--- config.mk ---
export PLATFORM = sky130hd
export DESIGN_NAME = sbox_top
export DESIGN_NICKNAME = d
export VERILOG_FILES = /design/src/verilog/sbox_pkg.sv /design/src/verilog/sbox_wb_pkg.sv /design/src/verilog/sbox_cfg_if.sv /design/src/verilog/sbox_ctrl_concentrate.sv /design/src/verilog/sbox_permute.sv /design/src/verilog/sbox_drain_timer.sv /design/src/verilog/sbox_reconfig_fsm.sv /design/src/verilog/sbox_wb_regs.sv /design/src/verilog/sbox_top.sv
export SDC_FILE = /design/constraint.sdc
export NUM_CORES = 1
export LEC_CHECK = 0
export ABC_CLOCK_PERIOD_IN_PS = 13200
export BUFFER_PORTS_ARGS = -buffer_cell sky130_fd_sc_hd__buf_2
export CAP_MARGIN = 20
export CORE_UTILIZATION = 43
export DETAILED_ROUTE_END_ITERATION = 8
export GPL_TIMING_DRIVEN = 0
export PLACE_DENSITY_LB_ADDON = 0.3
export SKIP_CTS_REPAIR_TIMING = 1
export SYNTH_ARGS = -nofsm -noshare
export SYNTH_HDL_FRONTEND = slang
export SYNTH_SLANG_ARGS = --single-unit
--- constraint.sdc ---
create_clock -name clk_i -period 13.2 [get_ports clk_i]
set_input_delay 2.64 -clock clk_i [delete_from_list [all_inputs] [get_ports clk_i]]
set_output_delay 2.64 -clock clk_i [all_outputs]
set_load 0.05 [all_outputs]
--- src/verilog/sbox_pkg.sv ---
// lane count, lane index, lane mask, permutation and lane payload types
package sbox_pkg;

   // ******************************
   // lane geometry
   // ******************************

   // the sorting network in the control block is fixed at four items
   localparam int NUM_LANES = 4;
   // bits needed to name one lane
   localparam int LG_LANES  = 2;

   // ******************************
   // lane bookkeeping types
   // ******************************

   // index of a single lane
   typedef logic [LG_LANES-1:0] lane_idx_t;

   // one bit per lane, bit i set when lane i is active
   typedef logic [NUM_LANES-1:0] lane_mask_t;

   // entry j holds the source lane that feeds output lane j
   typedef lane_idx_t [NUM_LANES-1:0] perm_t;

   // ******************************
   // lane payloads
   // ******************************

   // forward direction, from the sparse inputs to the packed outputs
   typedef logic [15:0] fwd_data_t;

   // return direction, from the packed lanes back to the original slots
   typedef logic [7:0] ret_data_t;

endpackage

--- src/verilog/sbox_wb_pkg.sv ---
// Wishbone bus widths, register byte addresses, status bit layout and register reset values
package sbox_wb_pkg;

   // ******************************
   // bus geometry
   // ******************************

   localparam int WB_ADDR_W = 4;
   localparam int WB_DATA_W = 32;

   // ******************************
   // register map
   // ******************************

   // byte addresses, one 32-bit word each
   localparam logic [WB_ADDR_W-1:0] ADDR_MASK   = 4'h0;
   localparam logic [WB_ADDR_W-1:0] ADDR_DRAIN  = 4'h4;
   localparam logic [WB_ADDR_W-1:0] ADDR_STATUS = 4'h8;

   // busy flag position in the status word, active mask sits in the low bits
   localparam int STATUS_BUSY_BIT = 8;

   // width of the drain length register and of the timer
   localparam int DRAIN_W = 8;

   // all lanes active out of reset, which gives the identity permutation
   localparam sbox_pkg::lane_mask_t MASK_RESET = '1;

   // default drain time in clock cycles
   localparam logic [DRAIN_W-1:0] DRAIN_RESET = 8'd4;

endpackage

--- src/verilog/sbox_cfg_if.sv ---
// interface carrying pending mask, drain length, start, busy and active mask between regs and FSM
`timescale 1ns/1ps

interface sbox_cfg_if;

   import sbox_pkg::*;
   import sbox_wb_pkg::*;

   // ******************************
   // register block side
   // ******************************

   // last mask written over the bus, not yet in effect
   lane_mask_t pending_mask;
   // drain time in cycles for the next reconfiguration
   logic [DRAIN_W-1:0] drain_len;
   // single cycle request to begin a reconfiguration
   logic start;

   // ******************************
   // state machine side
   // ******************************

   // high while a reconfiguration is in progress
   logic busy;
   // mask currently steering the data path
   lane_mask_t active_mask;

   modport regs_mp (output pending_mask, output drain_len, output start,
                    input busy, input active_mask);

   modport fsm_mp (input pending_mask, input drain_len, input start,
                   output busy, output active_mask);

endinterface

--- src/verilog/sbox_ctrl_concentrate.sv ---
// concentration control: stable four-item sort that derives forward and backward permutations
`timescale 1ns/1ps

module sbox_ctrl_concentrate
  (input  sbox_pkg::lane_mask_t vec_i
  ,output sbox_pkg::perm_t      fwd_perm_o
  ,output sbox_pkg::lane_mask_t fwd_valid_o
  ,output sbox_pkg::perm_t      bkwd_perm_o
  );

   import sbox_pkg::*;

   // sort key wide enough for two lane indices
   typedef logic [2*LG_LANES-1:0] key_t;
   typedef key_t [NUM_LANES-1:0] key_vec_t;

   key_vec_t fwd_key_in;
   key_vec_t fwd_key_out;
   key_vec_t bkwd_key_in;
   key_vec_t bkwd_key_out;

   // compare and exchange, smaller key ends up at position a
   function automatic key_vec_t cmp_xchg(key_vec_t v, int a, int b);
      key_vec_t r;
      r = v;
      if (v[a] > v[b])
      begin
         r[a] = v[b];
         r[b] = v[a];
      end
      return r;
   endfunction

   // five comparator network for four items
   // keys are unique because the lane index is part of them, so order is stable
   function automatic key_vec_t sort4(key_vec_t v);
      key_vec_t s;
      s = cmp_xchg(v, 0, 1);
      s = cmp_xchg(s, 2, 3);
      s = cmp_xchg(s, 0, 2);
      s = cmp_xchg(s, 1, 3);
      s = cmp_xchg(s, 1, 2);
      return s;
   endfunction

   // ******************************
   // forward indices
   // ******************************

   // key is inverted mask bit above the lane index
   // active lanes sort to the front in ascending lane order
   always_comb
   begin
      for (int i = 0; i < NUM_LANES; i++)
      begin
         fwd_key_in[i] = key_t'({~vec_i[i], lane_idx_t'(i)});
      end
      fwd_key_out = sort4(fwd_key_in);
      for (int j = 0; j < NUM_LANES; j++)
      begin
         fwd_perm_o[j]  = fwd_key_out[j][LG_LANES-1:0];
         // output slot j is filled when its source lane was active
         fwd_valid_o[j] = ~fwd_key_out[j][LG_LANES];
      end
   end

   // ******************************
   // backward indices
   // ******************************

   // sorting the pairs by forward index inverts the permutation
   always_comb
   begin
      for (int i = 0; i < NUM_LANES; i++)
      begin
         bkwd_key_in[i] = {fwd_perm_o[i], lane_idx_t'(i)};
      end
      bkwd_key_out = sort4(bkwd_key_in);
      for (int j = 0; j < NUM_LANES; j++)
      begin
         bkwd_perm_o[j] = bkwd_key_out[j][LG_LANES-1:0];
      end
   end

endmodule

--- src/verilog/sbox_permute.sv ---
// lane crossbar selecting one source lane per output lane, over a payload type parameter
`timescale 1ns/1ps

module sbox_permute
  #(parameter type payload_t = logic [7:0]
  )
  (input  sbox_pkg::perm_t      sel_i
  ,input  sbox_pkg::lane_mask_t en_i
  ,input  payload_t             data_i  [sbox_pkg::NUM_LANES]
  ,input  sbox_pkg::lane_mask_t valid_i
  ,output payload_t             data_o  [sbox_pkg::NUM_LANES]
  ,output sbox_pkg::lane_mask_t valid_o
  );

   import sbox_pkg::*;

   // ******************************
   // per output lane mux
   // ******************************

   // data follows the selected source whether enabled or not
   // valid needs both the output enable and the source lane valid
   always_comb
   begin
      for (int j = 0; j < NUM_LANES; j++)
      begin
         data_o[j]  = data_i[sel_i[j]];
         valid_o[j] = en_i[j] & valid_i[sel_i[j]];
      end
   end

endmodule

--- src/verilog/sbox_drain_timer.sv ---
// loadable drain down-counter with a one-cycle done pulse
`timescale 1ns/1ps

module sbox_drain_timer
  (input  logic                            clk_i
  ,input  logic                            rst_n_i
  ,input  logic                            load_i
  ,input  logic [sbox_wb_pkg::DRAIN_W-1:0] len_i
  ,output logic                            done_o
  );

   import sbox_wb_pkg::*;

   logic [DRAIN_W-1:0] cnt_q;
   // set by a load, cleared once done has fired
   logic               armed_q;

   // zero length gives done right in the cycle after the load
   assign done_o = armed_q & (cnt_q == '0);

   always_ff @(posedge clk_i)
   begin
      if (!rst_n_i)
      begin
         cnt_q   <= '0;
         armed_q <= 1'b0;
      end
      else if (load_i)
      begin
         // a reload restarts the count
         cnt_q   <= len_i;
         armed_q <= 1'b1;
      end
      else if (armed_q)
      begin
         if (cnt_q == '0)
         begin
            armed_q <= 1'b0;
         end
         else
         begin
            cnt_q <= cnt_q - 1'b1;
         end
      end
   end

endmodule

--- src/verilog/sbox_reconfig_fsm.sv ---
// reconfiguration FSM sequencing a mask change through drain then apply
`timescale 1ns/1ps

module sbox_reconfig_fsm
  (input  logic                            clk_i
  ,input  logic                            rst_n_i
  ,sbox_cfg_if.fsm_mp                      cfg
  ,output logic                            tmr_load_o
  ,output logic [sbox_wb_pkg::DRAIN_W-1:0] tmr_len_o
  ,input  logic                            tmr_done_i
  );

   import sbox_wb_pkg::*;

   typedef enum logic [1:0]
   {
      IDLE,
      DRAIN,
      APPLY
   } state_t;

   state_t state_q;
   state_t state_d;

   // ******************************
   // next state
   // ******************************

   always_comb
   begin
      state_d = state_q;
      case (state_q)
         IDLE:
         begin
            if (cfg.start)
            begin
               state_d = DRAIN;
            end
         end
         // in-flight lane traffic settles while the timer runs
         DRAIN:
         begin
            if (tmr_done_i)
            begin
               state_d = APPLY;
            end
         end
         APPLY:
         begin
            state_d = IDLE;
         end
         default:
         begin
            state_d = IDLE;
         end
      endcase
   end

   // timer is loaded on the same edge that enters DRAIN
   assign tmr_load_o = (state_q == IDLE) & cfg.start;
   assign tmr_len_o  = cfg.drain_len;

   // busy spans DRAIN and APPLY
   assign cfg.busy = (state_q != IDLE);

   always_ff @(posedge clk_i)
   begin
      if (!rst_n_i)
      begin
         state_q         <= IDLE;
         cfg.active_mask <= MASK_RESET;
      end
      else
      begin
         state_q <= state_d;
         // takes whatever mask is pending at this point
         if (state_q == APPLY)
         begin
            cfg.active_mask <= cfg.pending_mask;
         end
      end
   end

endmodule

--- src/verilog/sbox_wb_regs.sv ---
// Wishbone classic slave with mask, drain length and status registers
`timescale 1ns/1ps

module sbox_wb_regs
  (input  logic                              clk_i
  ,input  logic                              rst_n_i
  ,input  logic                              cyc_i
  ,input  logic                              stb_i
  ,input  logic                              we_i
  ,input  logic [sbox_wb_pkg::WB_ADDR_W-1:0] adr_i
  ,input  logic [sbox_wb_pkg::WB_DATA_W-1:0] dat_i
  ,output logic [sbox_wb_pkg::WB_DATA_W-1:0] dat_o
  ,output logic                              ack_o
  ,sbox_cfg_if.regs_mp                       cfg
  );

   import sbox_pkg::*;
   import sbox_wb_pkg::*;

   logic                 req;
   logic                 wr_mask;
   logic                 wr_drain;
   logic [WB_DATA_W-1:0] rd_data;

   // ******************************
   // access decode
   // ******************************

   // new request only when no ack is out, so a held strobe is served once
   assign req      = cyc_i & stb_i & ~ack_o;
   assign wr_mask  = req & we_i & (adr_i == ADDR_MASK);
   assign wr_drain = req & we_i & (adr_i == ADDR_DRAIN);

   // read mux, unused bits read as zero
   always_comb
   begin
      rd_data = '0;
      case (adr_i)
         ADDR_MASK:
         begin
            rd_data[NUM_LANES-1:0] = cfg.pending_mask;
         end
         ADDR_DRAIN:
         begin
            rd_data[DRAIN_W-1:0] = cfg.drain_len;
         end
         ADDR_STATUS:
         begin
            rd_data[NUM_LANES-1:0]  = cfg.active_mask;
            rd_data[STATUS_BUSY_BIT] = cfg.busy;
         end
         default:
         begin
            rd_data = '0;
         end
      endcase
   end

   // ******************************
   // registers and handshake
   // ******************************

   always_ff @(posedge clk_i)
   begin
      if (!rst_n_i)
      begin
         ack_o            <= 1'b0;
         cfg.start        <= 1'b0;
         cfg.pending_mask <= MASK_RESET;
         cfg.drain_len    <= DRAIN_RESET;
      end
      else
      begin
         // ack one cycle after the request
         ack_o <= req;
         // a mask write during busy only updates the pending value
         cfg.start <= wr_mask & ~cfg.busy;
         if (wr_mask)
         begin
            cfg.pending_mask <= dat_i[NUM_LANES-1:0];
         end
         if (wr_drain)
         begin
            cfg.drain_len <= dat_i[DRAIN_W-1:0];
         end
      end
   end

   // read data captured with the request, presented in the ack cycle
   always_ff @(posedge clk_i)
   begin
      if (req & ~we_i)
      begin
         dat_o <= rd_data;
      end
   end

endmodule

--- src/verilog/sbox_top.sv ---
// switch box top level with register block, reconfiguration FSM, timer, control and two crossbars
`timescale 1ns/1ps

module sbox_top
  (input  logic                              clk_i
  ,input  logic                              rst_n_i
  // Wishbone classic slave
  ,input  logic                              cyc_i
  ,input  logic                              stb_i
  ,input  logic                              we_i
  ,input  logic [sbox_wb_pkg::WB_ADDR_W-1:0] adr_i
  ,input  logic [sbox_wb_pkg::WB_DATA_W-1:0] dat_i
  ,output logic [sbox_wb_pkg::WB_DATA_W-1:0] dat_o
  ,output logic                              ack_o
  // forward lanes, sparse in and packed out
  ,input  sbox_pkg::fwd_data_t               fwd_data_i  [sbox_pkg::NUM_LANES]
  ,input  sbox_pkg::lane_mask_t              fwd_valid_i
  ,output sbox_pkg::fwd_data_t               fwd_data_o  [sbox_pkg::NUM_LANES]
  ,output sbox_pkg::lane_mask_t              fwd_valid_o
  // return lanes, packed in and sparse out
  ,input  sbox_pkg::ret_data_t               ret_data_i  [sbox_pkg::NUM_LANES]
  ,input  sbox_pkg::lane_mask_t              ret_valid_i
  ,output sbox_pkg::ret_data_t               ret_data_o  [sbox_pkg::NUM_LANES]
  ,output sbox_pkg::lane_mask_t              ret_valid_o
  );

   import sbox_pkg::*;
   import sbox_wb_pkg::*;

   logic               tmr_load;
   logic [DRAIN_W-1:0] tmr_len;
   logic               tmr_done;
   perm_t              fwd_perm;
   lane_mask_t         fwd_en;
   perm_t              bkwd_perm;

   sbox_cfg_if cfg ();

   // ******************************
   // configuration path
   // ******************************

   sbox_wb_regs u_regs
     (.clk_i   (clk_i)
     ,.rst_n_i (rst_n_i)
     ,.cyc_i   (cyc_i)
     ,.stb_i   (stb_i)
     ,.we_i    (we_i)
     ,.adr_i   (adr_i)
     ,.dat_i   (dat_i)
     ,.dat_o   (dat_o)
     ,.ack_o   (ack_o)
     ,.cfg     (cfg.regs_mp)
     );

   sbox_reconfig_fsm u_fsm
     (.clk_i      (clk_i)
     ,.rst_n_i    (rst_n_i)
     ,.cfg        (cfg.fsm_mp)
     ,.tmr_load_o (tmr_load)
     ,.tmr_len_o  (tmr_len)
     ,.tmr_done_i (tmr_done)
     );

   sbox_drain_timer u_timer
     (.clk_i   (clk_i)
     ,.rst_n_i (rst_n_i)
     ,.load_i  (tmr_load)
     ,.len_i   (tmr_len)
     ,.done_o  (tmr_done)
     );

   // ******************************
   // data path
   // ******************************

   // permutations follow the active mask combinationally
   sbox_ctrl_concentrate u_ctrl
     (.vec_i       (cfg.active_mask)
     ,.fwd_perm_o  (fwd_perm)
     ,.fwd_valid_o (fwd_en)
     ,.bkwd_perm_o (bkwd_perm)
     );

   // packs active lanes into the lowest outputs
   sbox_permute #(.payload_t(fwd_data_t)) u_fwd_xbar
     (.sel_i   (fwd_perm)
     ,.en_i    (fwd_en)
     ,.data_i  (fwd_data_i)
     ,.valid_i (fwd_valid_i)
     ,.data_o  (fwd_data_o)
     ,.valid_o (fwd_valid_o)
     );

   // spreads packed return data back to the active lane slots
   sbox_permute #(.payload_t(ret_data_t)) u_ret_xbar
     (.sel_i   (bkwd_perm)
     ,.en_i    (cfg.active_mask)
     ,.data_i  (ret_data_i)
     ,.valid_i (ret_valid_i)
     ,.data_o  (ret_data_o)
     ,.valid_o (ret_valid_o)
     );

endmodule

==> impl_metrics.json <==
{
  "status": "completed",
  "path_max_fanout": 10,
  "placed_area_sq_um": 7390,
  "fp.dieW_microns": 119,
  "synth.ff_latch_count": 38,
  "nets": 1222,
  "hpwl_microns": 15200,
  "grt_pass1_vias": 6398,
  "clk_pin_slew_ns": 0.06,
  "cp.depth": 32,
  "cts_tree": "built",
  "p_leak_nw": 3.81,
  "avgRoutedWirePerCell_microns": 16.1,
  "synth-async-reset-ratio_pct": 0,
  "post-place-ws_ns": 2.26,
  "postSynthCellCount": 796,
  "diodes": 0,
  "crit_slowest_cell": "o21ai_0",
  "final.setup_skew_ns": 0.00656,
  "grt_overflow_total": 0,
  "hp-class": "register to register",
  "worstHoldPathCells": 1,
  "row_count": 42,
  "worst_slack_ns": 2.18,
  "synth_edf_count": 9,
  "die_area_sq_um": 14300,
  "wirelength_microns": 20000,
  "clkSinkCount": 38,
  "finalHoldViolCount": 0,
  "setup_violations": 0,
  "root_buffer": "clkbuf_16",
  "crit_top_cell": "ha_1",
  "end_kind": "output port",
  "cp-start-kind": "register",
  "vdd_ir_drop_max_v": 0.0000972,
  "viasPerCell": 5.63,
  "synthToLayoutAreaGrowth_pct": 27.3,
  "port_buffers": 233,
  "grt_first_pass_wirelength_microns": 31300,
  "ys.flop_type": "dfxtp_1",
  "firstDrtPassIters": 5,
  "ys_types": 71,
  "fin_area_sq_um": 7540,
  "power.density_nw_per_um2": 54.0,
  "yosysWarnings": 0,
  "grt_max_degree": 13,
  "insertion_delay_ns": 0.28,
  "relSlewSlack_pct": 50.6,
  "fmax_mhz": 90.8,
  "core_sq_um": 13300,
  "grt_setup_unrepaired": "no",
  "cp.required_ns": 10.56,
  "maxCapViolCount": 0,
  "crit_buf_inv": 8,
  "final_max_slew_viol_count": 0,
  "path_class": "register to output port",
  "cts_buffers": 5,
  "num_vias": 6966,
  "gp_congestion": 0.900,
  "die_h_microns": 119,
  "worstMarginPinSlew_ns": 0.733,
  "ios": 282,
  "drc_errors": 0,
  "fin_crit_ns": 11.02,
  "start_util_pct": 44.4,
  "fin_tns_setup_ns": 0,
  "cts_max_level": 2,
  "first_iter_violations": 538,
  "netlist_area_sq_um": 5920,
  "clock_path_buffers": 2,
  "path_delay_family": "compound AO/OA/AOI/OAI gates",
  "syn_area_per_cell_sq_um": 7.44,
  "max_stage_delay_ns": 0.58,
  "synth-seq-area-share_pct": 14.4,
  "layout-drive-gt1-share_pct": 32.3,
  "antenna_found_initial": 0,
  "crit_arrival_ns": 8.38,
  "fin_crit_sh_pct": 83.5,
  "grt_use_total_pct": 26.8,
  "detail-route-antenna-nets": 0,
  "reg2reg_depth": 6
}
==> cells by family after synthesis <==
kind of cell	after synthesis	share of synthesized area (%)
adder cells (fa/ha/maj)	17	3.59
AND/OR/NAND/NOR	360	28.0
multiplexers	130	26.5
AO/OA/AOI/OAI	149	18.4
XOR/XNOR	6	0.887
buffers and inverters	95	8.19
flip-flops	38	14.4
other	1	0.0633
==> where the power goes <==
part / total [mW] / internal (mW) / switching, mW
Clock: 0.114 / 0.0693 / 0.0450
Sequential: 0.121 / 0.120 / 0.000480
Combinational: 0.172 / 0.0510 / 0.121
Total: 0.407 / 0.240 / 0.167
==> flip-flops by register name, indices dropped and copies added (netlist names) <==
signal and count:
u_fsm.state_q 2, u_regs.cfg.pending_mask 4, u_regs.dat_o 9, u_timer.armed_q 1, u_fsm.cfg.active_mask 4, u_regs.cfg.drain_len 8, u_regs.ack_o 1, u_timer.cnt_q 8
u_regs.cfg.start 1
==> worst paths after layout <==
kind	from	endpoint	slack, ns
max	u_fsm.cfg.active_mask[2]	ret_valid_o[2]	2.18
min	u_regs.ack_o	u_regs.ack_o	0.48
max reg2reg	u_timer.cnt_q[4]	u_timer.cnt_q[5]	11.30
min reg2reg	u_regs.ack_o	u_regs.ack_o	0.48
==> Yosys cell counts (17+ instances only) <==
cell type | number | share of area (%)
buf_4 | 25 | 3.2
nor2_1 | 58 | 3.7
and3_1 | 52 | 5.5
mux4_2 | 20 | 7.6
a21oi_1 | 48 | 4.1
mux2i_1 | 94 | 16
dfxtp_1 | 29 | 9.8
clkbuf_1 | 33 | 2.1
nand2_1 | 191 | 12
a31oi_1 | 34 | 3.6
inv_1 | 19 | 1.2
ha_1 | 17 | 3.6
==> stage by stage <==
stage	power [mW]	utilization, %	hold slack (ns)	cells
2_1_floorplan	0.242	-	0.455	818
3_3_place_gp	0.293	55.4	0.460	1227
3_5_place_dp	0.294	55.4	0.473	1227
4_1_cts	0.406	56.4	0.481	1235
5_1_grt	0.422	56.5	0.497	1237
6_report	0.407	56.5	0.481	1237
==> cell usage in the layout (no fill, tap or decap), types with 3 or more instances in the layout <==
cell type / Yosys / layout
a211oi_1: 9 / 9
a21oi_1: 48 / 48
a21oi_4: 3 / 3
a311oi_1: 4 / 4
a31oi_1: 34 / 34
and2_1: 8 / 8
and3_1: 52 / 52
buf_2: 10 / 244
buf_4: 25 / 26
buf_6: 3 / 3
clkbuf_1: 33 / 34
clkbuf_16: 0 / 5
conb_1: 1 / 23
dfxtp_1: 29 / 29
edfxtp_1: 9 / 9
ha_1: 17 / 17
inv_1: 19 / 19
mux2_2: 16 / 16
mux2i_1: 94 / 94
mux4_2: 20 / 20
nand2_1: 191 / 191
nand2b_1: 5 / 5
nand3_1: 8 / 8
nor2_1: 58 / 58
nor2b_1: 6 / 6
nor3_1: 7 / 7
nor3b_1: 4 / 4
nor4_1: 4 / 4
o21a_1: 4 / 4
o21ai_0: 13 / 13
or3_1: 4 / 4
xnor2_1: 6 / 6
==> per-layer routing <==
layer,GRT usage (%),up-vias,routed length (microns)
li1,-,3351,-
met3,2.39,42,1250
met1,35.2,3240,8710
met5,0,-,0
met2,46.4,333,9570
met4,8.05,0,442
==> layout make-up <==
| type | instances | area [sq um] |
|---|---|---|
| Buffer | 72 | 399 |
| Clock buffer | 6 | 129 |
| Clock inverter | 2 | 10.0 |
| Fill cell | 1355 | 5800 |
| Inverter | 23 | 86.3 |
| Multi-Input combinational cell | 685 | 4670 |
| Sequential cell | 38 | 851 |
| Tap cell | 176 | 220 |
| Timing Repair Buffer | 235 | 1180 |
No activity file was read; power rests on OpenSTA's default activity.
